### config.mk
export PLATFORM = sky130hd
export DESIGN_NAME = axi_xbar
export DESIGN_NICKNAME = d
export VERILOG_FILES = /design/src/common/soc_bus_pkg.sv /design/src/hw/axi_xbar.sv
export VERILOG_INCLUDE_DIRS = /design/src /design/src/common
export SDC_FILE = /design/constraint.sdc
export NUM_CORES = 1
export LEC_CHECK = 0
export BUFFER_PORTS_ARGS = -buffer_cell sky130_fd_sc_hd__buf_2
export CAP_MARGIN = 15
export CORE_AREA = 2 2 170 172
export CTS_CLUSTER_SIZE = 25
export DETAILED_ROUTE_END_ITERATION = 10
export DIE_AREA = 0 0 172 174
export PLACE_DENSITY_LB_ADDON = 0.12
export SYNTH_ARGS = -nofsm -noshare
export SYNTH_HDL_FRONTEND = slang
export SYNTH_SLANG_ARGS = --single-unit
### constraint.sdc
create_clock -name clk -period 1.9 [get_ports clk]
set_input_delay 0.38 -clock clk [delete_from_list [all_inputs] [get_ports clk]]
set_output_delay 0.38 -clock clk [all_outputs]
set_load 0.02 [all_outputs]
### src/common/soc_bus_config.svh
`ifndef SOC_BUS_CONFIG_SVH
`define SOC_BUS_CONFIG_SVH

`default_nettype none

// sram window is base plus depth in bytes
`define SOC_SRAM_BASE   32'h8000_0000
`define SOC_SRAM_WORDS  1024

// clint window is 8 bytes, mtime low at +0 and high at +4
`define SOC_CLINT_BASE  32'ha000_0048

// response codes
`define SOC_RESP_OKAY   2'b00
`define SOC_RESP_DECERR 2'b11

`default_nettype wire

`endif
### src/common/soc_bus_pkg.sv
`default_nettype none

package soc_bus_pkg;

    // write address and data travel as one beat
    typedef struct packed {
        logic [31:0] addr;
        logic [31:0] data;
        logic [3:0]  strb;
    } bus_wr_req_t;

    typedef struct packed {
        logic [31:0] addr;
    } bus_rd_req_t;

    typedef struct packed {
        logic [1:0] resp;
    } bus_wr_rsp_t;

    typedef struct packed {
        logic [31:0] data;
        logic [1:0]  resp;
    } bus_rd_rsp_t;

    // byte-wise update of a word under write strobes
    function automatic logic [31:0] strb_merge(
        input logic [31:0] old_word,
        input logic [31:0] new_word,
        input logic [3:0]  strb
    );
        logic [31:0] merged;
        merged = old_word;
        for (int i = 0; i < 4; i++) begin
            if (strb[i]) begin
                merged[8*i +: 8] = new_word[8*i +: 8];
            end
        end
        return merged;
    endfunction

endpackage

`default_nettype wire

### src/hw/axi_xbar.sv
`include "soc_bus_config.svh"
`timescale 1ns/1ps
`default_nettype none

module axi_xbar
    import soc_bus_pkg::*;
(
    input  logic        clk,
    input  logic        rst_n,

    // from the arbiters
    input  logic        wr_valid,
    output logic        wr_ready,
    input  bus_wr_req_t wr_req,
    output logic        b_valid,
    input  logic        b_ready,
    output bus_wr_rsp_t b_rsp,
    input  logic        rd_valid,
    output logic        rd_ready,
    input  bus_rd_req_t rd_req,
    output logic        r_valid,
    input  logic        r_ready,
    output bus_rd_rsp_t r_rsp,

    // sram target
    output logic        sram_wr_valid,
    input  logic        sram_wr_ready,
    output bus_wr_req_t sram_wr_req,
    input  logic        sram_b_valid,
    output logic        sram_b_ready,
    input  bus_wr_rsp_t sram_b_rsp,
    output logic        sram_rd_valid,
    input  logic        sram_rd_ready,
    output bus_rd_req_t sram_rd_req,
    input  logic        sram_r_valid,
    output logic        sram_r_ready,
    input  bus_rd_rsp_t sram_r_rsp,

    // clint target
    output logic        clint_wr_valid,
    input  logic        clint_wr_ready,
    output bus_wr_req_t clint_wr_req,
    input  logic        clint_b_valid,
    output logic        clint_b_ready,
    input  bus_wr_rsp_t clint_b_rsp,
    output logic        clint_rd_valid,
    input  logic        clint_rd_ready,
    output bus_rd_req_t clint_rd_req,
    input  logic        clint_r_valid,
    output logic        clint_r_ready,
    input  bus_rd_rsp_t clint_r_rsp
);

    localparam logic [1:0]  TGT_SRAM  = 2'd0;
    localparam logic [1:0]  TGT_CLINT = 2'd1;
    localparam logic [1:0]  TGT_NONE  = 2'd2;
    localparam logic [31:0] SRAM_END  = `SOC_SRAM_BASE + 32'(`SOC_SRAM_WORDS * 4);
    localparam logic [31:0] CLINT_END = `SOC_CLINT_BASE + 32'd8;

    logic [1:0] wr_sel;
    logic [1:0] rd_sel;
    logic [1:0] wr_tgt;
    logic [1:0] rd_tgt;
    logic       wr_busy;
    logic       rd_busy;

    function automatic logic [1:0] decode(input logic [31:0] addr);
        if (addr >= `SOC_SRAM_BASE && addr < SRAM_END) begin
            return TGT_SRAM;
        end else if (addr >= `SOC_CLINT_BASE && addr < CLINT_END) begin
            return TGT_CLINT;
        end
        return TGT_NONE;
    endfunction

    assign wr_sel = decode(wr_req.addr);
    assign rd_sel = decode(rd_req.addr);

    // request steering, no register on the way
    assign sram_wr_valid  = wr_valid && !wr_busy && (wr_sel == TGT_SRAM);
    assign clint_wr_valid = wr_valid && !wr_busy && (wr_sel == TGT_CLINT);
    assign sram_rd_valid  = rd_valid && !rd_busy && (rd_sel == TGT_SRAM);
    assign clint_rd_valid = rd_valid && !rd_busy && (rd_sel == TGT_CLINT);
    assign sram_wr_req    = wr_req;
    assign clint_wr_req   = wr_req;
    assign sram_rd_req    = rd_req;
    assign clint_rd_req   = rd_req;

    // unmapped requests are taken here
    always_comb begin
        case (wr_sel)
            TGT_SRAM:  wr_ready = !wr_busy && sram_wr_ready;
            TGT_CLINT: wr_ready = !wr_busy && clint_wr_ready;
            default:   wr_ready = !wr_busy;
        endcase
        case (rd_sel)
            TGT_SRAM:  rd_ready = !rd_busy && sram_rd_ready;
            TGT_CLINT: rd_ready = !rd_busy && clint_rd_ready;
            default:   rd_ready = !rd_busy;
        endcase
    end

    // response mux follows the recorded target
    always_comb begin
        b_valid = 1'b0;
        b_rsp   = '{resp: `SOC_RESP_DECERR};
        if (wr_busy) begin
            case (wr_tgt)
                TGT_SRAM: begin
                    b_valid = sram_b_valid;
                    b_rsp   = sram_b_rsp;
                end
                TGT_CLINT: begin
                    b_valid = clint_b_valid;
                    b_rsp   = clint_b_rsp;
                end
                default: b_valid = 1'b1;
            endcase
        end
    end

    always_comb begin
        r_valid = 1'b0;
        r_rsp   = '{data: 32'h0, resp: `SOC_RESP_DECERR};
        if (rd_busy) begin
            case (rd_tgt)
                TGT_SRAM: begin
                    r_valid = sram_r_valid;
                    r_rsp   = sram_r_rsp;
                end
                TGT_CLINT: begin
                    r_valid = clint_r_valid;
                    r_rsp   = clint_r_rsp;
                end
                default: r_valid = 1'b1;
            endcase
        end
    end

    assign sram_b_ready  = b_ready && wr_busy && (wr_tgt == TGT_SRAM);
    assign clint_b_ready = b_ready && wr_busy && (wr_tgt == TGT_CLINT);
    assign sram_r_ready  = r_ready && rd_busy && (rd_tgt == TGT_SRAM);
    assign clint_r_ready = r_ready && rd_busy && (rd_tgt == TGT_CLINT);

    always_ff @(posedge clk or negedge rst_n) begin
        if (!rst_n) begin
            wr_busy <= 1'b0;
            wr_tgt  <= TGT_SRAM;
            rd_busy <= 1'b0;
            rd_tgt  <= TGT_SRAM;
        end else begin
            if (wr_valid && wr_ready) begin
                wr_busy <= 1'b1;
                wr_tgt  <= wr_sel;
            end else if (b_valid && b_ready) begin
                wr_busy <= 1'b0;
            end
            if (rd_valid && rd_ready) begin
                rd_busy <= 1'b1;
                rd_tgt  <= rd_sel;
            end else if (r_valid && r_ready) begin
                rd_busy <= 1'b0;
            end
        end
    end

    // a target only answers a request routed to it
    assert property (@(posedge clk) disable iff (!rst_n)
        sram_b_valid |-> wr_busy && wr_tgt == TGT_SRAM);
    assert property (@(posedge clk) disable iff (!rst_n)
        clint_b_valid |-> wr_busy && wr_tgt == TGT_CLINT);
    assert property (@(posedge clk) disable iff (!rst_n)
        sram_r_valid |-> rd_busy && rd_tgt == TGT_SRAM);
    assert property (@(posedge clk) disable iff (!rst_n)
        clint_r_valid |-> rd_busy && rd_tgt == TGT_CLINT);

endmodule

`default_nettype wire

==> out/metrics.yaml <==
dpl_worst_slack_ps: -391.1
crit_path_end_kind: "primary output"
clkLatencyLatePin_ps: 230
core-area_um2: 28240
fp-row-count: 62
clockBufferDepth: 2
drive_gt1_share_pct: 77.82
finalClockSkew_ps: 0.1201
synth_edf_count: 0
fin_area_um2: 4055
area_growth_pct: 54.92
ir_drop_mv: 0.2928
worstSetupPathType: "in -> out"
synth-seq-cells: 6
crit_fanout: 3
required_ps: 1520
critPathArrivalTime_ps: 1670
htree_levels: 1
io_buffers: 307
io_pins: 434
ys_async_sr_fraction_pct: 100.0
clockRootBuffer: "clkbuf_16"
die_height_um: 174
antenna_cells: 0
fmax_mhz: 488.0
fill_cells: 3290
drt-met1-wl_um: 3297
synth-main-ff-cell: "dfrtp_1"
max_slew_margin_pct: 79.68
grt_pass1_wl_um: 13120
wl_um: 9795
syn_avg_cell_area_um2: 7.394
min_path_type: "in -> reg"
drt-pass1-iter-count: 2
cts_buffers: 3
p_leak_nw: 2.012
drc_errors: 0
gp_congestion: 0.7313
yosysWarnings: 0
status: "complete, but fails checks"
dp.final_hpwl_um: 8315
final_nets: 701
dieWidth_um: 172
die_area_um2: 29930
worst_slew_pin_slew_ps: 304.8
vias_per_cell: 3.017
setup_slack_ps: -149.1
initial_core_util_pct: 9.270
rsz0062_at_grt: "yes"
initialDrtViolationCount: 21
hold_violations: 0
power_density_nw_per_um2: 561.9
yosysSeqAreaShare_pct: 5.736
maxCapViolations: 0
clock-sinks: 6
finalCritPeriodShare_pct: 107.8
antenna_found_initial: 0
wl_met3_um: 1084
clk_pin_slew_ps: 40
period_minus_slack_ps: 2049
synthCells: 354
ys_types: 35
grt_pass1_vias: 2625
finalSetupViolations: 7
wl_per_cell_um: 10.91
violations: "setup timing"
drv_slew: 0
synth_nets: 540
place_area_um2: 3500
syn_area_um2: 2618
top_layer: "met4"
cp-start-kind: "input pin"
grt_max_degree: 36
grt.overflow.total: 0
cts_tree: "yes"
ant_nets: 0
met2_length_um: 5280
vias: 2709
track_usage_pct: 5.514
layout by cell type, fill, tap and decap left out, types with 3 or more instances in the layout:
cell | synthesis | layout
nand2b_1 | 4 | 4
buf_6 | 0 | 20
nor2b_1 | 3 | 3
buf_8 | 0 | 3
buf_4 | 200 | 53
nor4_4 | 0 | 5
nor2_1 | 38 | 36
buf_2 | 3 | 283
nand2_1 | 12 | 10
dfrtp_1 | 6 | 5
o21ai_0 | 4 | 4
nor4_2 | 2 | 3
clkbuf_16 | 0 | 4
mux2i_1 | 34 | 33
or3_4 | 0 | 3
kinds of logic (layout without fill, tap and decap cells):
family,count (synthesis),in the layout,synth area share [%]
mux,36,36,13.86
simple gates,83,83,16.49
compound gates,19,19,4.972
buf+inv,210,370,58.94
flops,6,6,5.736
flip-flops by register name (all words and copies together), names as in the netlist:
register / flops
wr_busy: 1
wr_tgt: 2
rd_busy: 1
rd_tgt: 2
worst max-delay path: stages:
cell and delay [ps]:
buf_6 90, or3_4 380, or3_4 430, buf_6 140, nor3_4 110, buf_6 140
Yosys cell counts (2+ instances only):
cell type,count,area (um2)
a211o_1,2,17.52
a21o_1,2,15.01
a21oi_1,4,20.02
and4b_1,2,20.02
buf_2,3,15.01
buf_4,200,1501
clkbuf_1,4,15.01
dfrtp_1,6,150.1
inv_1,2,7.510
mux2_2,2,22.52
mux2i_1,34,340.3
nand2_1,12,45.04
nand2b_1,4,25.02
nor2_1,38,142.6
nor2b_1,3,18.77
nor3_1,4,20.02
nor4_1,6,37.54
nor4_2,2,25.02
o21a_1,2,15.01
o21ai_0,4,20.02
or3_1,4,25.02
worst paths after layout:
kind                                start       endpoint  slack [ps]  cells after the start
setup / recovery               rd_req[19]  sram_rd_valid        -150                      6
hold / removal             clint_rd_ready      rd_tgt[0]         400                      2
setup reg to reg                  wr_busy      wr_tgt[0]         220                      4
hold reg to reg                 wr_tgt[1]      wr_tgt[1]         580                      2
max in group asynchronous           rst_n      rd_tgt[0]        1190                      2
min in group asynchronous           rst_n      wr_tgt[1]         530                      2
routing by layer:
| metal | GRT usage (%) | vias to the layer above |
|---|---|---|
| li1 | - | 1280 |
| met1 | 5.116 | 1203 |
| met2 | 11.63 | 213 |
| met3 | 1.252 | 13 |
| met4 | 1.436 | 0 |
| met5 | 0 | - |
per-stage QoR:
| stage | instances | TNS [ps] | power (W) | utilization, % | hold slack (ps) |
|---|---|---|---|---|---|
| 2_1_floorplan | 354 | -46.92 | 0.001486 | - | 84.41 |
| 3_3_place_gp | 886 | -2314 | 0.001824 | 12.39 | 231.4 |
| 3_5_place_dp | 886 | -2575 | 0.001809 | 12.39 | 231.6 |
| 4_1_cts | 893 | -707.2 | 0.002264 | 13.73 | 398.5 |
| 5_1_grt | 898 | -1181 | 0.002445 | 14.36 | 411.5 |
| 6_report | 898 | -683.2 | 0.002279 | 14.36 | 398.4 |
power by group:
group	switching [W]	leakage (nW)	internal, W
clock	0.0000750	0.0382	0.000279
sequential	0.0000448	0.0709	0.000171
combinational	0.00102	1.90	0.000687
total	0.00114	2.01	0.00114
cell type report:
cell class,count,area [um2],share of cell area (%)
Sequential cell,6,151.4,3.733
Clock buffer,4,78.83,1.944
Tap cell,384,480.5,11.85
Timing Repair Buffer,364,2187,53.93
Inverter,2,7.507,0.1851
Multi-Input combinational cell,138,1150,28.36
timing repair:
| item | in CTS | in global routing |
|---|---|---|
| hold buffers | 1 | 0 |
| cloned | 1 | 1 |
| buffers inserted | 1 | 4 |
| pin swaps | 14 | 8 |
| resized for setup | 51 | 28 |
| endpoints found under the hold margin | 6 | 0 |
| setup endpoints to repair | 10 | 13 |
Note: power is estimated with default switching activity, not from simulation.
