--- src/common/soc_bus_config.svh ---
`ifndef SOC_BUS_CONFIG_SVH
`define SOC_BUS_CONFIG_SVH

`default_nettype none

// sram window is base plus depth in bytes
`define SOC_SRAM_BASE   32'h8000_0000
`define SOC_SRAM_WORDS  1024

// clint window is 8 bytes, mtime low at +0 and high at +4
`define SOC_CLINT_BASE  32'ha000_0048

// response codes
`define SOC_RESP_OKAY   2'b00
`define SOC_RESP_DECERR 2'b11

`default_nettype wire

`endif
--- src/common/soc_bus_pkg.sv ---
`default_nettype none

package soc_bus_pkg;

    // write address and data travel as one beat
    typedef struct packed {
        logic [31:0] addr;
        logic [31:0] data;
        logic [3:0]  strb;
    } bus_wr_req_t;

    typedef struct packed {
        logic [31:0] addr;
    } bus_rd_req_t;

    typedef struct packed {
        logic [1:0] resp;
    } bus_wr_rsp_t;

    typedef struct packed {
        logic [31:0] data;
        logic [1:0]  resp;
    } bus_rd_rsp_t;

    // byte-wise update of a word under write strobes
    function automatic logic [31:0] strb_merge(
        input logic [31:0] old_word,
        input logic [31:0] new_word,
        input logic [3:0]  strb
    );
        logic [31:0] merged;
        merged = old_word;
        for (int i = 0; i < 4; i++) begin
            if (strb[i]) begin
                merged[8*i +: 8] = new_word[8*i +: 8];
            end
        end
        return merged;
    endfunction

endpackage

`default_nettype wire

--- src/hw/clint_slave.sv ---
`include "soc_bus_config.svh"
`timescale 1ns/1ps
`default_nettype none

module clint_slave
    import soc_bus_pkg::*;
(
    input  logic        clk,
    input  logic        rst_n,
    input  logic        wr_valid,
    output logic        wr_ready,
    input  bus_wr_req_t wr_req,
    output logic        b_valid,
    input  logic        b_ready,
    output bus_wr_rsp_t b_rsp,
    input  logic        rd_valid,
    output logic        rd_ready,
    input  bus_rd_req_t rd_req,
    output logic        r_valid,
    input  logic        r_ready,
    output bus_rd_rsp_t r_rsp
);

    logic [63:0] mtime;
    logic [31:0] rd_data;
    logic [31:0] wr_off;
    logic [31:0] rd_off;
    logic        wr_fire;
    logic        rd_fire;

    // bit 2 of the offset picks the high word
    assign wr_off = wr_req.addr - `SOC_CLINT_BASE;
    assign rd_off = rd_req.addr - `SOC_CLINT_BASE;

    assign wr_ready = !b_valid;
    assign rd_ready = !r_valid;
    assign wr_fire  = wr_valid && wr_ready;
    assign rd_fire  = rd_valid && rd_ready;

    assign b_rsp = '{resp: `SOC_RESP_OKAY};
    assign r_rsp = '{data: rd_data, resp: `SOC_RESP_OKAY};

    // snapshot at acceptance
    always_ff @(posedge clk) begin
        if (rd_fire) begin
            rd_data <= rd_off[2] ? mtime[63:32] : mtime[31:0];
        end
    end

    always_ff @(posedge clk or negedge rst_n) begin
        if (!rst_n) begin
            mtime   <= 64'd0;
            b_valid <= 1'b0;
            r_valid <= 1'b0;
        end else begin
            // a write cycle replaces the tick
            if (wr_fire && wr_off[2]) begin
                mtime[63:32] <= strb_merge(mtime[63:32], wr_req.data, wr_req.strb);
            end else if (wr_fire) begin
                mtime[31:0] <= strb_merge(mtime[31:0], wr_req.data, wr_req.strb);
            end else begin
                mtime <= mtime + 64'd1;
            end
            if (wr_fire) begin
                b_valid <= 1'b1;
            end else if (b_ready) begin
                b_valid <= 1'b0;
            end
            if (rd_fire) begin
                r_valid <= 1'b1;
            end else if (r_ready) begin
                r_valid <= 1'b0;
            end
        end
    end

endmodule

`default_nettype wire

--- config.mk ---
export PLATFORM = sky130hd
export DESIGN_NAME = clint_slave
export DESIGN_NICKNAME = d
export VERILOG_FILES = /design/src/common/soc_bus_pkg.sv /design/src/hw/clint_slave.sv
export VERILOG_INCLUDE_DIRS = /design/src /design/src/common
export SDC_FILE = /design/constraint.sdc
export NUM_CORES = 1
export LEC_CHECK = 0
export BUFFER_PORTS_ARGS = -buffer_cell sky130_fd_sc_hd__buf_2
export CAP_MARGIN = 15
export CORE_MARGIN = 2
export CORE_UTILIZATION = 25
export CTS_CLUSTER_DIAMETER = 30
export DETAILED_ROUTE_END_ITERATION = 12
export PLACE_DENSITY = 0.47
export SYNTH_ARGS = -nofsm -noshare
export SYNTH_HDL_FRONTEND = slang
export SYNTH_SLANG_ARGS = --single-unit
--- constraint.sdc ---
create_clock -name clk -period 2.93 [get_ports clk]
set_input_delay 0.293 -clock clk [delete_from_list [all_inputs] [get_ports clk]]
set_output_delay 0.293 -clock clk [all_outputs]
set_load 0.01 [all_outputs]
==> results of run 1 <==
cell families (layout without fill, tap and decap cells):
family / count (synthesis) / count (layout) / synth area share
adder cells (fa/ha/maj): 1 / 1 / 0.00218
AO/OA/AOI/OAI: 142 / 142 / 0.163
flip-flops: 98 / 98 / 0.455
multiplexers: 30 / 30 / 0.0584
other: 1 / 5 / 0.000653
AND/OR/NAND/NOR: 304 / 304 / 0.287
XOR/XNOR: 2 / 2 / 0.00305
buffers and inverters: 40 / 126 / 0.0312
area by class of cell:
class | instances | share of cell area
well taps | 285 | 0.0521
diodes | 1 | 0.000366
multi-input cells | 483 | 0.435
flip-flops and latches | 98 | 0.382
clock buffers | 12 | 0.0390
clock inverters | 4 | 0.00366
inverters | 12 | 0.00659
repair buffers | 98 | 0.0809
through the flow:
stage / cells / hold WS, ns
final: 993 / 0.107
after global routing: 992 / 0.0995
after detailed placement: 975 / 0.380
after CTS: 992 / 0.0939
after global placement: 975 / 0.387
after floorplan: 621 / -0.00259
worst max path at each step:
stage | from | endpoint
floorplan | r_valid | rd_data[0]
global placement | mtime[0] | mtime[26]
detailed placement | mtime[0] | mtime[26]
CTS | mtime[0] | mtime[26]
global route | mtime[0] | mtime[26]
finish | mtime[0] | mtime[26]
where the power goes:
| part | internal [mW] | leakage [nW] | total (mW) | switching [mW] |
|---|---|---|---|---|
| clock | 0.644 | 0.141 | 1.19 | 0.548 |
| combinational | 0.593 | 1.42 | 1.42 | 0.823 |
| sequential | 1.79 | 1.03 | 2.27 | 0.479 |
layer usage:
metal	routed length, um	GRT usage	part of all wire	vias to the layer above
met4	359	0.0529	0.018	0
li1	-	-	-	2508
met5	0	0	0	-
met2	8870	0.258	0.45	137
met3	911	0.0278	0.046	19
met1	9540	0.239	0.48	2563
placed cells by master, fill, tap and decap left out, types with 13 or more instances in the layout:
master / netlist / final
a211oi_1: 13 / 13
a21oi_1: 39 / 39
buf_2: 5 / 79
buf_4: 6 / 17
dfrtp_1: 66 / 66
edfxtp_1: 32 / 32
mux2_2: 28 / 28
nand2_1: 74 / 73
nand3_1: 47 / 47
nand4_1: 17 / 17
nor2_1: 78 / 78
nor3_1: 27 / 27
o21ai_0: 27 / 27
repair_timing:
item / CTS / global route
endpoints found under the hold margin: 15 / 0
buffers inserted: 0 / 0
hold buffers: 1 / 0
sequential cells by signal, indices dropped and copies added (netlist names):
register  flops
mtime        64
b_valid       1
r_valid       1
rd_data      32
==> qor.csv, run 1 <==
stage,metric,value,unit
global_routing,first-pass GRT wire length,30900,um
pwr,final total power,4.88,mW
placement,DP HPWL,14500,um
worst_setup_path,max incr delay on CP,0.55,ns
yosys,cells after synthesis,618,
pwr,cell leakage power,2.60,nW
timing,fmax,400,MHz
clock_tree,Sink Count,98,
worst_setup_path,number of buffers and inverters on the critical path,0,
routing,1st-iter DRT viols,346,
yosys,number of synthesized register bits,98,
timing,Slew Limit Headroom,0.537,
routing,Pre-antenna DRT Iters,5,
yosys,sequential-to-total area share from yosys stat,0.455,
clock_tree,clock latency on the worst-skew pair,0.36,ns
timing,clk_skew,0.0111,ns
placement,post-place setup slack,0.465,ns
clock_tree,CTS Buf Count,9,
routing,Routed WL,19700,um
yosys,top cell type's share of synthesized area,0.288,
routing,routed len/inst,19.8,um
worst_setup_path,Worst path slowest cell,or3_2,
job,max-cap check violation count,0,
status,status,"complete, no violations",
min_path,Hold Path End,b_valid,
yosys,"Top FF cell, synth",dfrtp_1,
global_routing,largest net degree at the start of global routing,42,
placement,Placed Instance Area,6540,um^2
placement,I/O Buffers,79,
clock_tree,H-tree depth,3,
timing,fin crit share,0.853,
global_routing,Total GRT Usage,0.167,
pwr,Peak VDD IR,0.219,mV
yosys,ys async rst share,0.673,
worst_setup_path,CP cell instances,ha_1 > nand4_1 > or3_2 > nor2_1 > nand4_1 > nand3_1 > o211ai_1,
yosys,synth unique cells,64,
placement,GP Congestion,0.869,
worst_setup_path,Crit path max-delay family,simple AND/OR/NAND/NOR gates,
cells_and_area,Layout area overhead,19.1,%
global_routing,residual overflow from global routing,0,
floorplan,Die Span X,156,um
worst_setup_path,Critical R2R Capture,mtime[26],
yosys,synthesis warning total,0,
cells_and_area,register area,2610,um^2
floorplan,Starting Density,0.254,
worst_setup_path,worst r2r path cells,7,
timing,Slew @ Worst Pin,0.694,ns
yosys,Post-synth EDFFs,32,
cells_and_area,layout cell share with drive strength beyond 1,0.250,
floorplan,Die H,156,um
worst_setup_path,CP Max Fanout,7,
timing,RSZ-0062 raised after global routing,no,
yosys,list of most frequent post-synthesis cells,"nor2_1, nand2_1, dfrtp_1",
cells_and_area,area of the multi-input gates,2980,um^2
clock_tree,Root Buffer,clkbuf_16,
worst_setup_path,WP data required,3.16,ns
timing,post-layout minimum cycle time,2.50,ns
global_routing,vias in the first global route,5081,
cells_and_area,"Core Util, Final",0.303,
clock_tree,Worst-path clk slew,0.07,ns
worst_setup_path,Crit Reg-Reg Startpoint,mtime[0],
cells_and_area,Final nets,809,
min_path,HP Start,b_ready,
routing,DR vias,5227,
min_path,HP Class,input port to flop,
yosys,synth top area cells,"dfrtp_1, edfxtp_1, mux2_2",
global_routing,initial antenna violation count,0,
timing,"Hold Vio Cnt, Final",0,
clock_tree,worst-case clock buffer depth,2,
routing,via-per-instance ratio,5.26,
routing,Antenna Nets Post-Route,0,
pwr,PD cells,714,nW/um^2
worst_setup_path,Startpoint Class,flop,
routing,DRC,0,
worst_setup_path,kind of end point of the critical path,flop,
floorplan,row count,55,
timing,"Slew Viols, Final",0,
worst_setup_path,CP Depth,7,
worst_setup_path,CP most frequent cell,nand4_1,
clock_tree,CTS tree,built,
timing,post-route setup TNS,0,ns
worst_setup_path,kind of critical path,flop to flop,
yosys,largest area contributor in the netlist,dfrtp_1,
cells_and_area,Fillers,2446,
yosys,most common cell in the netlist,nor2_1,
floorplan,DIE AREA,24200,um^2
yosys,mean post-synth cell area,9.29,um^2
worst_setup_path,R2R Setup Slk,0.43,ns
timing,Final Worst Setup Slack,0.432,ns
yosys,synthesized area,5740,um^2
timing,final setup vio count,0,
worst_setup_path,critical path arrival,2.73,ns
floorplan,core area,22600,um^2
cells_and_area,post-route cell area,6840,um^2
floorplan,# IOs,146,
min_path,hold depth,2,
clock_tree,post_cts resized,0,
(Power assumes the default switching activity.)
==> run 2: changes to the inputs <==
--- a/config.mk
+++ b/config.mk
@@ -12,7 +12,9 @@
 export CORE_UTILIZATION = 25
 export CTS_CLUSTER_DIAMETER = 30
 export DETAILED_ROUTE_END_ITERATION = 12
+export MAX_ROUTING_LAYER = met4
 export PLACE_DENSITY = 0.47
+export REMOVE_ABC_BUFFERS = 1
 export SYNTH_ARGS = -nofsm -noshare
 export SYNTH_HDL_FRONTEND = slang
 export SYNTH_SLANG_ARGS = --single-unit
==> constraint.sdc (replaced) <==
create_clock -name clk -period 2.8 [get_ports clk]
set_input_delay 0.28 -clock clk [delete_from_list [all_inputs] [get_ports clk]]
set_output_delay 0.28 -clock clk [all_outputs]
set_load 0.01 [all_outputs]
==> run 2 against run 1 <==
Effect of this change: final area increased by 0.37%; critical endpoint is now mtime[60]; final cell count decreased by 0.10%; count of clock-buffer cells in the layout decreased by 1; flip-flop and latch count unchanged; critical path depth unchanged; global-route usage about the same; worst setup slack got worse by 0.046 ns; die area unchanged; largest cell class unchanged; register-to-register slack got worse by 0.05 ns; combinational power increased by 4%.
==> qor.csv, run 2 (synthesis gave the netlist of run 1 again) <==
stage,metric,value,unit,change
clock_tree,H-tree depth,3,,unchanged
timing,clk_skew,0.00956,ns,-0.00154 ns
worst_setup_path,Worst path slowest cell,dfrtp_1,,
global_routing,initial antenna violation count,1,,+1
clock_tree,post_cts resized,0,,unchanged
clock_tree,CTS Buf Count,9,,unchanged
placement,Placed Instance Area,6540,um^2,about the same
worst_setup_path,critical path arrival,2.71,ns,-0.02 ns
worst_setup_path,Crit Reg-Reg Startpoint,mtime[0],,
timing,"Hold Vio Cnt, Final",0,,unchanged
worst_setup_path,WP data required,3.09,ns,-0.07 ns
floorplan,Starting Density,0.254,,unchanged
cells_and_area,Layout area overhead,19.6,%,
floorplan,# IOs,146,,unchanged
global_routing,largest net degree at the start of global routing,48,,+14%
global_routing,vias in the first global route,4897,,-3.6%
timing,RSZ-0062 raised after global routing,no,,
global_routing,first-pass GRT wire length,29900,um,-3.2%
routing,1st-iter DRT viols,385,,+11%
cells_and_area,max FFs per register,64,,unchanged
worst_setup_path,max incr delay on CP,0.45,ns,-0.10 ns
job,max-cap check violation count,0,,unchanged
pwr,cell leakage power,2.61,nW,+0.45%
timing,Slew @ Worst Pin,0.625,ns,-0.0692 ns
routing,Pre-antenna DRT Iters,5,,unchanged
worst_setup_path,number of buffers and inverters on the critical path,0,,unchanged
clock_tree,clock latency on the worst-skew pair,0.36,ns,about the same
routing,via-per-instance ratio,5.19,,-1.4%
timing,final setup vio count,0,,unchanged
worst_setup_path,crit path from,mtime[0],,
worst_setup_path,CP Max Fanout,7,,unchanged
clock_tree,Post-CTS Setup Repair Bufs,0,,unchanged
floorplan,core area,22600,um^2,unchanged
clock_tree,hold_buf cts,1,,unchanged
worst_setup_path,CP cell instances,ha_1 > nand4_1 > nor4_4 > nand2_2 > nor3_1 > mux2i_1 > o221a_2,,
cells_and_area,"Most flops, register",mtime,,
worst_setup_path,Crit path max-delay family,simple AND/OR/NAND/NOR gates,,
global_routing,residual overflow from global routing,0,,unchanged
routing,Routed WL,19200,um,-2.4%
cells_and_area,Final nets,808,,-0.12%
min_path,HP Start,b_ready,,
timing,Slew Limit Headroom,0.583,,+0.0461
cells_and_area,"most common cell after layout, fill and taps aside",buf_2,,
global_routing,Total GRT Usage,0.167,,+0.000180
worst_setup_path,kind of end point of the critical path,flop,,
routing,routed len/inst,19.4,um,-2.3%
timing,hold_ws,0.0852,ns,-0.0216 ns
clock_tree,Worst-path clk slew,0.07,ns,about the same
cells_and_area,Fillers,2411,,-1.4%
timing,fmax,414,MHz,+3.5%
pwr,PD cells,762,nW/um^2,+6.7%
cells_and_area,layout cell share with drive strength beyond 1,0.246,,-0.00389
clock_tree,worst-case clock buffer depth,2,,unchanged
clock_tree,CTS tree,built,,
routing,DR vias,5150,,-1.5%
placement,I/O Buffers,79,,unchanged
clock_tree,Sink Count,98,,unchanged
cells_and_area,Final Non-Filler Cells,992,,-0.10%
timing,post-layout minimum cycle time,2.41,ns,-0.0840 ns
timing,"Slew Viols, Final",0,,unchanged
floorplan,Die H,156,um,unchanged
routing,DRC,0,,unchanged
cells_and_area,Largest regs,"mtime (64), rd_data (32)",,
timing,fin crit share,0.862,,+0.00959
worst_setup_path,kind of critical path,flop to flop,,
cells_and_area,"Core Util, Final",0.304,,+0.00111
clock_tree,Root Buffer,clkbuf_16,,
pwr,Peak VDD IR,0.268,mV,+22%
placement,Placed Cells incl. Taps,974,,-0.10%
worst_setup_path,Startpoint Class,flop,,
routing,Antenna Nets Post-Route,0,,unchanged
cells_and_area,post-route cell area,6860,um^2,+0.37%
floorplan,row count,55,,unchanged
placement,GP Congestion,0.868,,-0.15%
floorplan,DIE AREA,24200,um^2,unchanged
floorplan,Die Span X,156,um,unchanged
min_path,HP Class,input port to flop,,
cells_and_area,"commonest non-fill, non-tap cells in the layout","buf_2, nor2_1, nand2_1, dfrtp_1, nand3_1",,
placement,DP HPWL,14000,um,-2.8%
status,status,"complete, no violations",,
## run 2: cell types whose count changed in the layout (fill, tap and decap cells not counted), sizes merged
cell / previous run / this run
clkinv: 2 / 3
clkbuf: 12 / 11
bufinv: 0 / 2
buf: 97 / 96
clkinvlp: 2 / 0
## run 2: layer usage
metal  track usage  share of wire  wire (um)
met2         0.247           0.45       8580
met5             -              0          0
met3        0.0286          0.046        883
met1         0.236           0.49       9350
met4        0.0494          0.020        385
## run 2: through the flow
step	worst slack, ns	TNS [ns]	power [mW]
floorplan	-0.315	-1.91	3.29
global placement	0.432	0	3.87
detailed placement	0.418	0	3.88
CTS	0.398	0	5.27
global route	0.219	0	5.57
finish	0.386	0	5.23
## run 2: final timing paths
path	slack (ns)	endpoint	cells after the start
setup / recovery	0.39	mtime[60]	7
hold / removal	0.09	b_valid	2
setup reg to reg	0.39	mtime[60]	7
hold reg to reg	0.52	mtime[63]	1
max in group asynchronous	1.64	mtime[31]	3
min in group asynchronous	0.46	r_valid	2
## run 2: layout make-up
type                       instances  area (um^2)  share of cell area
multi-input combinational        483         2980               0.434
antenna                            1         2.50            0.000365
timing repair buffer              97          558              0.0813
inverter                          12         45.0             0.00656
clock inverter                     5         78.8              0.0115
clock buffer                      11          233              0.0339
sequential                        98         2610               0.381
tap                              285          357              0.0520
## run 2: power breakdown
group | internal, mW | switching [mW]
Clock | 0.784 | 0.587
Sequential | 1.88 | 0.500
Combinational | 0.625 | 0.854
Total | 3.29 | 1.94
