===== src/common/soc_bus_config.svh =====
`ifndef SOC_BUS_CONFIG_SVH
`define SOC_BUS_CONFIG_SVH

`default_nettype none

// sram window is base plus depth in bytes
`define SOC_SRAM_BASE   32'h8000_0000
`define SOC_SRAM_WORDS  1024

// clint window is 8 bytes, mtime low at +0 and high at +4
`define SOC_CLINT_BASE  32'ha000_0048

// response codes
`define SOC_RESP_OKAY   2'b00
`define SOC_RESP_DECERR 2'b11

`default_nettype wire

`endif

===== src/common/soc_bus_pkg.sv =====
`default_nettype none

package soc_bus_pkg;

    // write address and data travel as one beat
    typedef struct packed {
        logic [31:0] addr;
        logic [31:0] data;
        logic [3:0]  strb;
    } bus_wr_req_t;

    typedef struct packed {
        logic [31:0] addr;
    } bus_rd_req_t;

    typedef struct packed {
        logic [1:0] resp;
    } bus_wr_rsp_t;

    typedef struct packed {
        logic [31:0] data;
        logic [1:0]  resp;
    } bus_rd_rsp_t;

    // byte-wise update of a word under write strobes
    function automatic logic [31:0] strb_merge(
        input logic [31:0] old_word,
        input logic [31:0] new_word,
        input logic [3:0]  strb
    );
        logic [31:0] merged;
        merged = old_word;
        for (int i = 0; i < 4; i++) begin
            if (strb[i]) begin
                merged[8*i +: 8] = new_word[8*i +: 8];
            end
        end
        return merged;
    endfunction

endpackage

`default_nettype wire


===== src/hw/bus_arbiter.sv =====
`timescale 1ns/1ps
`default_nettype none

module bus_arbiter
    import soc_bus_pkg::*;
#(
    parameter type req_t = bus_rd_req_t
)(
    input  logic       clk,
    input  logic       rst_n,

    // master side, index 0 is ifu and index 1 is lsu
    input  logic [1:0] m_valid,
    output logic [1:0] m_ready,
    input  req_t [1:0] m_req,

    // towards the crossbar
    output logic       s_valid,
    input  logic       s_ready,
    output req_t       s_req,

    // response handshake, payload is fanned out at the top level
    input  logic       rsp_valid,
    output logic       rsp_ready,
    output logic [1:0] m_rsp_valid,
    input  logic [1:0] m_rsp_ready
);

    logic busy;
    // current owner, doubles as the last grant for round robin
    logic owner;
    logic pick;
    logic accept;
    logic rsp_done;

    // on a tie the master that did not own last wins
    always_comb begin
        if (m_valid == 2'b11) begin
            pick = ~owner;
        end else begin
            pick = ~m_valid[0];
        end
    end

    assign s_valid  = !busy && (m_valid != 2'b00);
    assign s_req    = m_req[pick];
    assign accept   = s_valid && s_ready;

    assign m_ready[0] = !busy && s_ready && !pick;
    assign m_ready[1] = !busy && s_ready && pick;

    // only the owner sees the response
    assign rsp_ready      = busy && m_rsp_ready[owner];
    assign m_rsp_valid[0] = busy && rsp_valid && !owner;
    assign m_rsp_valid[1] = busy && rsp_valid && owner;
    assign rsp_done       = rsp_valid && rsp_ready;

    always_ff @(posedge clk or negedge rst_n) begin
        if (!rst_n) begin
            busy  <= 1'b0;
            // lsu counts as last owner so ifu wins the first tie
            owner <= 1'b1;
        end else if (accept) begin
            busy  <= 1'b1;
            owner <= pick;
        end else if (rsp_done) begin
            busy  <= 1'b0;
        end
    end

    // no response comes back unless a grant is held
    assert property (@(posedge clk) disable iff (!rst_n)
        rsp_valid |-> busy);

endmodule

`default_nettype wire


===== config.mk =====
export PLATFORM = sky130hd
export DESIGN_NAME = bus_arbiter
export DESIGN_NICKNAME = d
export VERILOG_FILES = /design/src/common/soc_bus_config.svh /design/src/common/soc_bus_pkg.sv /design/src/hw/bus_arbiter.sv
export SDC_FILE = /design/constraint.sdc
export NUM_CORES = 1
export LEC_CHECK = 0
export ABC_CLOCK_PERIOD_IN_PS = 4200
export BUFFER_PORTS_ARGS = -buffer_cell sky130_fd_sc_hd__buf_2
export CAP_MARGIN = 20
export CELL_PAD_IN_SITES_DETAIL_PLACEMENT = 0
export CELL_PAD_IN_SITES_GLOBAL_PLACEMENT = 1
export CORE_MARGIN = 2
export CORE_UTILIZATION = 19
export CTS_BUF_LIST = sky130_fd_sc_hd__clkbuf_4
export DETAILED_ROUTE_END_ITERATION = 6
export PLACE_DENSITY_LB_ADDON = 0.1
export SYNTH_ARGS = -nofsm -noshare
export SYNTH_HDL_FRONTEND = slang
export SYNTH_SLANG_ARGS = --single-unit
export TNS_END_PERCENT = 50

===== constraint.sdc =====
create_clock -name clk -period 4.2 [get_ports clk]
set_input_delay 0.42 -clock clk [delete_from_list [all_inputs] [get_ports clk]]
set_output_delay 0.42 -clock clk [all_outputs]
set_load 0.01 [all_outputs]

==> impl_metrics.ini, run 1 <==
[clock_tree]
root_buffer = clkbuf_4
cts_made_buffers = 3
path_clk_slew_ps = 40
ctsLongestPathBuffers = 2
cts_sinks = 2
postCtsSetupRepairBufs = 0
h-tree-depth = 1
clkLatencyLatePin_ps = 230
cts_tree = yes

[drt]
wire_per_inst_um = 10.73
drt-total-wl_um = 2263
vias = 815
drc_errors = 0
first_pass_iters = 2
ant_nets = 0
viasPerCell = 3.863
dr.first_iter.drc_count = 1

[grt]
gr-total-overflow = 0
grtUsageTotal = 0.1043
grt_max_degree = 34
grt_first_pass_wirelength_um = 3353
antenna_found_initial = 0
grt_pass1_vias = 744

[timing]
slew_headroom = 0.6184
slew_violations = 0
period_minus_slack_ps = 2246
tightestPinTransition_ps = 571.9
finalHoldViolCount = 0
finClkSkew_ps = 9.295
setup_viol = 0
fmax_ghz = 0.4451
rsz0062_at_grt = no
min_period_over_period = 0.5349
finalSetupTns_ps = 0

[critical_path]
worstSetupPathType = reg2out
end_kind = output port
start_kind = register
critical_path.top_delay_family = flip-flops
r2r-start = owner$_DFFE_PN1P_
critPathBufInv = 1
r2r-end = busy$_DFFE_PN0P_
rrSetupSlack_ps = 3170
crit_chain = nand2b_2 > nand2_4 > mux2_4 > buf_2
cp.arrival_ps = 1830
path_max_fanout = 33
cpMaxStageDelayCell = dfstp_2
cp_slowest_stage_delay_ps = 560
reg2regPathDepth = 2
cp.required_ps = 3780

[synth]
ys_ff_latch = 2
ys_types = 17
yosys_warnings = 0
netlist_instances = 54
syn-cell-area_um2 = 655.6
seq_area_frac_synth = 0.07824
synth_area_leader_cell = mux2_4
syn-num-nets = 126
synthTopCellsByArea = mux2_4 66%, buf_6 5.2%, mux2_2 5.2%
syn_avg_cell_area_um2 = 12.14
synth_top_area_frac = 0.6641

[place]
dpl.cell_count = 206
gp_congestion = 0.6764
dp_hpwl_um = 1962
portBuffers = 109

[power]
power_mw = 0.3576
powerDensity_mw_per_mm2 = 282.7
p_leak_nw = 0.7907
ir_drop_uv = 261.5

[cells_and_area]
drive_gt1_frac = 0.8970
layout_commonest_cell = buf_2
final_cell_mix = 109 x buf_2, 29 x mux2_4, 4 x nor2_1, 4 x clkbuf_4, 3 x mux2_2
ff_latch_area_um2 = 51.30
nFillCells = 361
fin_cells = 211
diodes = 0
area_growth_pct = 92.94
nNetsFinal = 238
multi_input_area_um2 = 566.8

[flow_run]
drv_cap = 0

[die]
core-area_mm2 = 0.003337
die_area_mm2 = 0.003936
die_height_um = 62.74
ioPinCount = 110
die_w_um = 62.74
initial_core_util = 0.1965
rows = 21

[run_status]
status = finished, final reports clean

[min_path]
min_path_type = in2async
==> area by class of cell <==
class	instances	area share
clock buffers	4	0.02374
multi-input cells	48	0.4481
inverters	1	0.002967
well taps	46	0.04550
flip-flops and latches	2	0.04055
repair buffers	110	0.4392
==> what timing repair did <==
item                      CTS  global route
hold endpoints to repair    1             0
hold buffers                1             0
resized for setup           0             0
==> power by group <==
group          leakage [nW]  total, mW  internal [mW]  switching [mW]
logic                 0.751      0.261          0.151           0.110
clock network        0.0184     0.0547         0.0418          0.0128
registers            0.0213     0.0420         0.0314          0.0106
total                 0.791      0.358          0.225           0.133
==> state kept, by name (all words and copies together), names as in the netlist <==
signal  flops
owner       1
busy        1
==> stage by stage <==
step                      hold WS [ps]  setup WS [ps]    util  area, um^2
after floorplan                  124.4           2551       -       655.6
after global placement           204.3           2180  0.3671        1225
after detailed placement         206.4           2166  0.3671        1225
after CTS                        497.5           1927  0.3791        1265
after global routing             513.2           1849  0.3791        1265
final                            507.9           1954  0.3791        1265
==> worst reg2reg max path: stages (launching register included) <==
cell	delay [ps]
dfstp_2	560
mux2i_1	250
o22a_1	170
==> kinds of logic after synthesis <==
group / count (synthesis) / share of synthesized area
buffers and inverters: 4 / 0.05724
AO/OA/AOI/OAI: 4 / 0.03626
flip-flops: 2 / 0.07825
multiplexers: 33 / 0.7309
AND/OR/NAND/NOR: 11 / 0.09733
==> layer usage <==
layer,track usage,share of wire,up-vias
li1,-,-,421
met1,0.1007,0.33,352
met2,0.2151,0.59,42
met3,0.03243,0.077,0
met4,0.01667,0,0
met5,0,0,-
==> worst max path at each step <==
| stage | from | to | slack [ps] | depth (start not counted) |
|---|---|---|---|---|
| after detailed placement | owner$_DFFE_PN1P_ | s_req[14] | 2170 | 4 |
| final | owner$_DFFE_PN1P_ | s_req[7] | 1950 | 4 |
| after CTS | owner$_DFFE_PN1P_ | s_req[14] | 1930 | 4 |
| after global routing | owner$_DFFE_PN1P_ | s_req[8] | 1850 | 4 |
| after global placement | m_valid[1] | s_req[31] | 2180 | 5 |
| after floorplan | owner$_DFFE_PN1P_ | s_req[0] | 2550 | 4 |
==> Yosys cell counts <==
library cell / number
nand2b_1: 1
dfrtp_1: 1
mux2i_1: 1
mux2_4: 29
o22a_1: 1
buf_6: 3
nor2_1: 4
nor2b_1: 2
mux2_2: 3
and3_1: 1
dfstp_2: 1
nand2b_2: 1
o21ai_0: 2
nand2_4: 1
inv_1: 1
a21oi_1: 1
nand2_1: 1
Power figures use the tool's default switching activity.
==> run 2: changes to the inputs <==
ABC_CLOCK_PERIOD_IN_PS = 1800   (was 4200)
CORE_UTILIZATION = 15   (was 19)
clock period = 1.8 ns   (was 4.2 ns; I/O delays follow)
==> run 2 against run 1 <==
Compared with the run above:
- clock power rose by 140%
- hold slack got worse by 230 ps
- worst setup slack got worse by 1900 ps
- core utilization fell by 2.8 points
- via count rose by 5.4%
- die area rose by 25%
- sequential share of layout area fell by 0.65 points
- largest power group unchanged
==> impl_metrics.ini, run 2 (synthesized netlist as in run 1, its figures left out) <==
[timing]
fmax_ghz = 0.5643
period_minus_slack_ps = 1772
finClkSkew_ps = 5.033
slew_violations = 0
slew_headroom = 0.8602
tightestPinTransition_ps = 203.8
setup_viol = 0
finalHoldViolCount = 0
rsz0062_at_grt = yes
min_period_over_period = 0.9845
whs_ps = 280.2
finalSetupTns_ps = 0

[critical_path]
endpoint = s_req[0]
rrSetupSlack_ps = 680
path_max_fanout = 18
critical_path_depth = 5
startpoint = owner$_DFFE_PN1P_
critPathBufInv = 2
cp.required_ps = 1620
worstSetupPathType = reg2out
r2r-start = owner$_DFFE_PN1P_
r2r-end = busy$_DFFE_PN0P_
start_kind = register
cpMaxStageDelayCell = dfstp_2
cp_slowest_stage_delay_ps = 550
end_kind = output port
cp.arrival_ps = 1590
reg2regPathDepth = 3
critical_path.top_delay_family = flip-flops
crit_chain = nand2b_4 > nand2_4 > buf_12 > mux2_4 > buf_6

[grt]
grtUsageTotal = 0.09722
grt_first_pass_wirelength_um = 3898
antenna_found_initial = 0
grt_pass1_vias = 845
gr-total-overflow = 0
grt_max_degree = 19

[clock_tree]
h-tree-depth = 1
cts_sinks = 2
cts_made_buffers = 3
path_clk_slew_ps = 40
clkLatencyLatePin_ps = 230
ctsLongestPathBuffers = 2
cts_tree = yes
root_buffer = clkbuf_4

[power]
swShare = 0.3420
internal-power_mw = 0.6747
p_clk_frac = 0.127
ir_drop_uv = 496.9
power.switching_mw = 0.3507
p_comb_frac = 0.779
p_leak_nw = 0.8836
powerDensity_mw_per_mm2 = 680.1
p_seq_frac = 0.094

[drt]
ant_nets = 0
vias = 859
dr.first_iter.drc_count = 12
first_pass_iters = 4
wire_per_inst_um = 11.58
drc_errors = 0
viasPerCell = 3.887
drt-total-wl_um = 2560

[die]
initial_core_util = 0.1527
core-area_mm2 = 0.004294
ioPinCount = 110
rows = 24
die_area_mm2 = 0.004915
die_w_um = 70.11
die_height_um = 70.11

[cells_and_area]
area_growth_pct = 130.0
diodes = 0
drive_gt1_frac = 0.8994
multi_input_area_um2 = 571.8
nFillCells = 475
nNetsFinal = 242
ff_latch_area_um2 = 51.30
final_util = 0.3511
reg.largest.list = busy x1, owner x1
final_cell_mix = 81 x buf_2, 29 x mux2_4, 28 x buf_6
layout_commonest_cell = buf_2
fin_cells = 221

[place]
dpl.cell_count = 214
gp_congestion = 0.7455
dp_hpwl_um = 2192
portBuffers = 109

[flow_run]
drv_cap = 0

[run_status]
status = finished, final reports clean

[min_path]
min_path_type = in2async
## run 2: worst min path at each step
stage,endpoint,slack [ps],cells past startpoint
floorplan,busy$_DFFE_PN0P_,-120,0
global placement,busy$_DFFE_PN0P_,-30,1
detailed placement,busy$_DFFE_PN0P_,-30,1
CTS,busy$_DFFE_PN0P_,250,2
global route,busy$_DFFE_PN0P_,270,2
finish,busy$_DFFE_PN0P_,280,2
## run 2: repair_timing
item,in CTS,in global routing
endpoints found under the setup margin,32,32
setup buffers,0,2
pin swaps,0,0
endpoints found under the hold margin,2,0
hold buffers,1,0
resized for setup,8,24
## run 2: final cells by class
class	instances	share of cell area
well taps	52	0.04315
clock buffers	4	0.01992
multi-input cells	48	0.3793
flip-flops and latches	2	0.03402
repair buffers	114	0.5212
inverters	1	0.002490
## run 2: worst register-to-register path: cells and delay by family, from the launching register on
kind	cells	cell delay, ps
buffers and inverters	1	110
AO/OA/AOI/OAI	1	170
multiplexers	1	230
flip-flops	1	550
## run 2: layer usage
metal,up-vias,wire [um],global-route usage
met5,-,0,0
met4,0,28,0.04060
met3,2,223,0.02742
met2,44,1551,0.1989
met1,385,757,0.08631
li1,428,-,-
## run 2: stage by stage
step / cell area [um^2] / power, mW / setup slack [ps]
final: 1508 / 1.025 / 27.82
after global routing: 1508 / 1.098 / -28.89
after CTS: 1344 / 0.9150 / -2.773
after detailed placement: 1260 / 0.7384 / 170.9
after global placement: 1260 / 0.7377 / 184.7
after floorplan: 655.6 / 0.5043 / 391.1
## run 2: power groups by stage
stage | logic (mW) | clock network [mW] | registers, mW
after floorplan | 0.413 | 0 | 0.0915
after global placement | 0.640 | 0 | 0.0972
after detailed placement | 0.640 | 0 | 0.0980
after CTS | 0.679 | 0.137 | 0.0986
after global routing | 0.853 | 0.144 | 0.101
final | 0.798 | 0.130 | 0.0969
==> run 3: changes to the inputs <==
RECOVER_POWER = 100   (was not set)
SKIP_CTS_REPAIR_TIMING = 1   (was not set)
==> run 3 against run 2 <==
Compared with the run above:
- global-route usage fell by 0.18 points
- die area stayed put
- first-iteration DRC count stayed put
- sequential share of layout area barely moved
- register-to-register slack hardly changed
- combinational power is 0.8% lower
- critical endpoint is now s_req[19]
- highest routed layer unchanged
==> impl_metrics.ini, run 3 (synthesized netlist as in run 1, its figures left out) <==
[run_status]
status = finished, final reports clean

[grt]
grt_max_degree = 19
grt_use_met3 = 0.02597
busiest_layer = met2
use_met2 = 0.1926
grt_first_pass_wirelength_um = 3829
gr-total-overflow = 0
grt_pass1_vias = 825
grtUsageTotal = 0.09542
use_met1 = 0.08718
antenna_found_initial = 0

[drt]
wire_per_inst_um = 11.56
vias = 859
ant_nets = 0
drt-total-wl_um = 2555
drc_errors = 0
viasPerCell = 3.887
dr.first_iter.drc_count = 12
first_pass_iters = 4

[timing]
setup_slack_ps = 17.85
setup_viol = 0
finalHoldViolCount = 0
finClkSkew_ps = 5.023
fmax_ghz = 0.5611
finalSetupTns_ps = 0
slew_violations = 0
rsz0062_at_grt = yes
slew_headroom = 0.8602
period_minus_slack_ps = 1782
min_period_over_period = 0.9901
tightestPinTransition_ps = 203.8

[cells_and_area]
nNetsFinal = 242
fin_cells = 221
stdcell_area_mm2 = 0.001499
reg.largest.list = busy x1, owner x1
diodes = 0
nFillCells = 479
layout_commonest_cell = buf_2
drive_gt1_frac = 0.8876
final_cell_mix = 80 x buf_2, 29 x mux2_4, 27 x buf_6
final_util = 0.3491
area_growth_pct = 128.6

[critical_path]
reg2regPathDepth = 3
path_max_fanout = 18
r2r-start = owner$_DFFE_PN1P_
crit_chain = nand2b_4 > nand2_4 > buf_12 > mux2_4 > buf_2
end_kind = output port
r2r-end = busy$_DFFE_PN0P_
start_kind = register
cp.arrival_ps = 1600
cp_slowest_stage_delay_ps = 550
worstSetupPathType = reg2out
cp.required_ps = 1620
cpMaxStageDelayCell = dfstp_2
rrSetupSlack_ps = 680

[power]
p_leak_nw = 0.8751
p_clk_frac = 0.128
swShare = 0.3435
internal-power_mw = 0.6690
powerDensity_mw_per_mm2 = 679.8
p_seq_frac = 0.095
power.switching_mw = 0.3500
ir_drop_uv = 496.9
p_comb_frac = 0.777

[clock_tree]
h-tree-depth = 1
root_buffer = clkbuf_4
path_clk_slew_ps = 40
ctsLongestPathBuffers = 2
cts_made_buffers = 3
clkLatencyLatePin_ps = 230
cts_tree = yes
cts_sinks = 2

[die]
core-area_mm2 = 0.004294
initial_core_util = 0.1527
die_area_mm2 = 0.004915
ioPinCount = 110
rows = 24
die_w_um = 70.11
die_height_um = 70.11

[place]
portBuffers = 109
gp_congestion = 0.7455
post_dp_cell_area_mm2 = 0.001260
dp_hpwl_um = 2192
dp_slack_ps = 170.9
dpl.cell_count = 214

[flow_run]
drv_cap = 0

[min_path]
min_path_type = in2async
## run 3: changes by cell type in the layout (fill, tap and decap cells not counted), sizes merged
cell    before  now
buf        113  111
clkbuf       4    6
## run 3: routing by layer
layer  vias to the layer above  part of all wire  routed length, um
li1                        428                 -                  -
met1                       385              0.30                770
met2                        44              0.61               1546
met3                         2             0.082                209
met4                         0             0.011                 28
met5                         -                 0                  0
## run 3: power by group through the flow
stage | logic [mW] | clock network (mW) | registers [mW]
2_1_floorplan | 0.413 | 0 | 0.0915
3_3_place_gp | 0.640 | 0 | 0.0972
3_5_place_dp | 0.640 | 0 | 0.0980
4_1_cts | 0.642 | 0.137 | 0.0976
5_1_grt | 0.846 | 0.144 | 0.101
6_report | 0.792 | 0.130 | 0.0969
## run 3: worst max-delay path, delay by kind of cell (launching register included)
| family | cells | cell delay, ps |
|---|---|---|
| buffers and inverters | 2 | 300 |
| DFF | 1 | 550 |
| muxes | 1 | 300 |
| and+or+nand+nor | 2 | 210 |
## run 3: final cells by class
cell class                 count  area (um^2)  area share
tap                           52        65.06     0.04341
clock buffer                   4        30.03     0.02003
sequential                     2        51.30     0.03422
inverter                       1        3.754    0.002504
timing repair buffer         114        777.0      0.5184
multi-input combinational     48        571.8      0.3815
## run 3: metrics by stage
stage	hold slack (ps)	power, mW
floorplan	-115.6	0.5043
global placement	-33.00	0.7377
detailed placement	-33.33	0.7384
global route	273.5	1.091
CTS	-286.3	0.8775
finish	280.4	1.019
## run 3: how the worst max path moves through the flow
stage	start	end	slack, ps	depth (start not counted)
floorplan	owner$_DFFE_PN1P_	s_req[0]	390	4
CTS	owner$_DFFE_PN1P_	s_req[11]	-80	5
global placement	owner$_DFFE_PN1P_	s_req[13]	180	5
global route	owner$_DFFE_PN1P_	s_req[19]	-40	5
finish	owner$_DFFE_PN1P_	s_req[19]	20	5
detailed placement	owner$_DFFE_PN1P_	s_req[13]	170	5
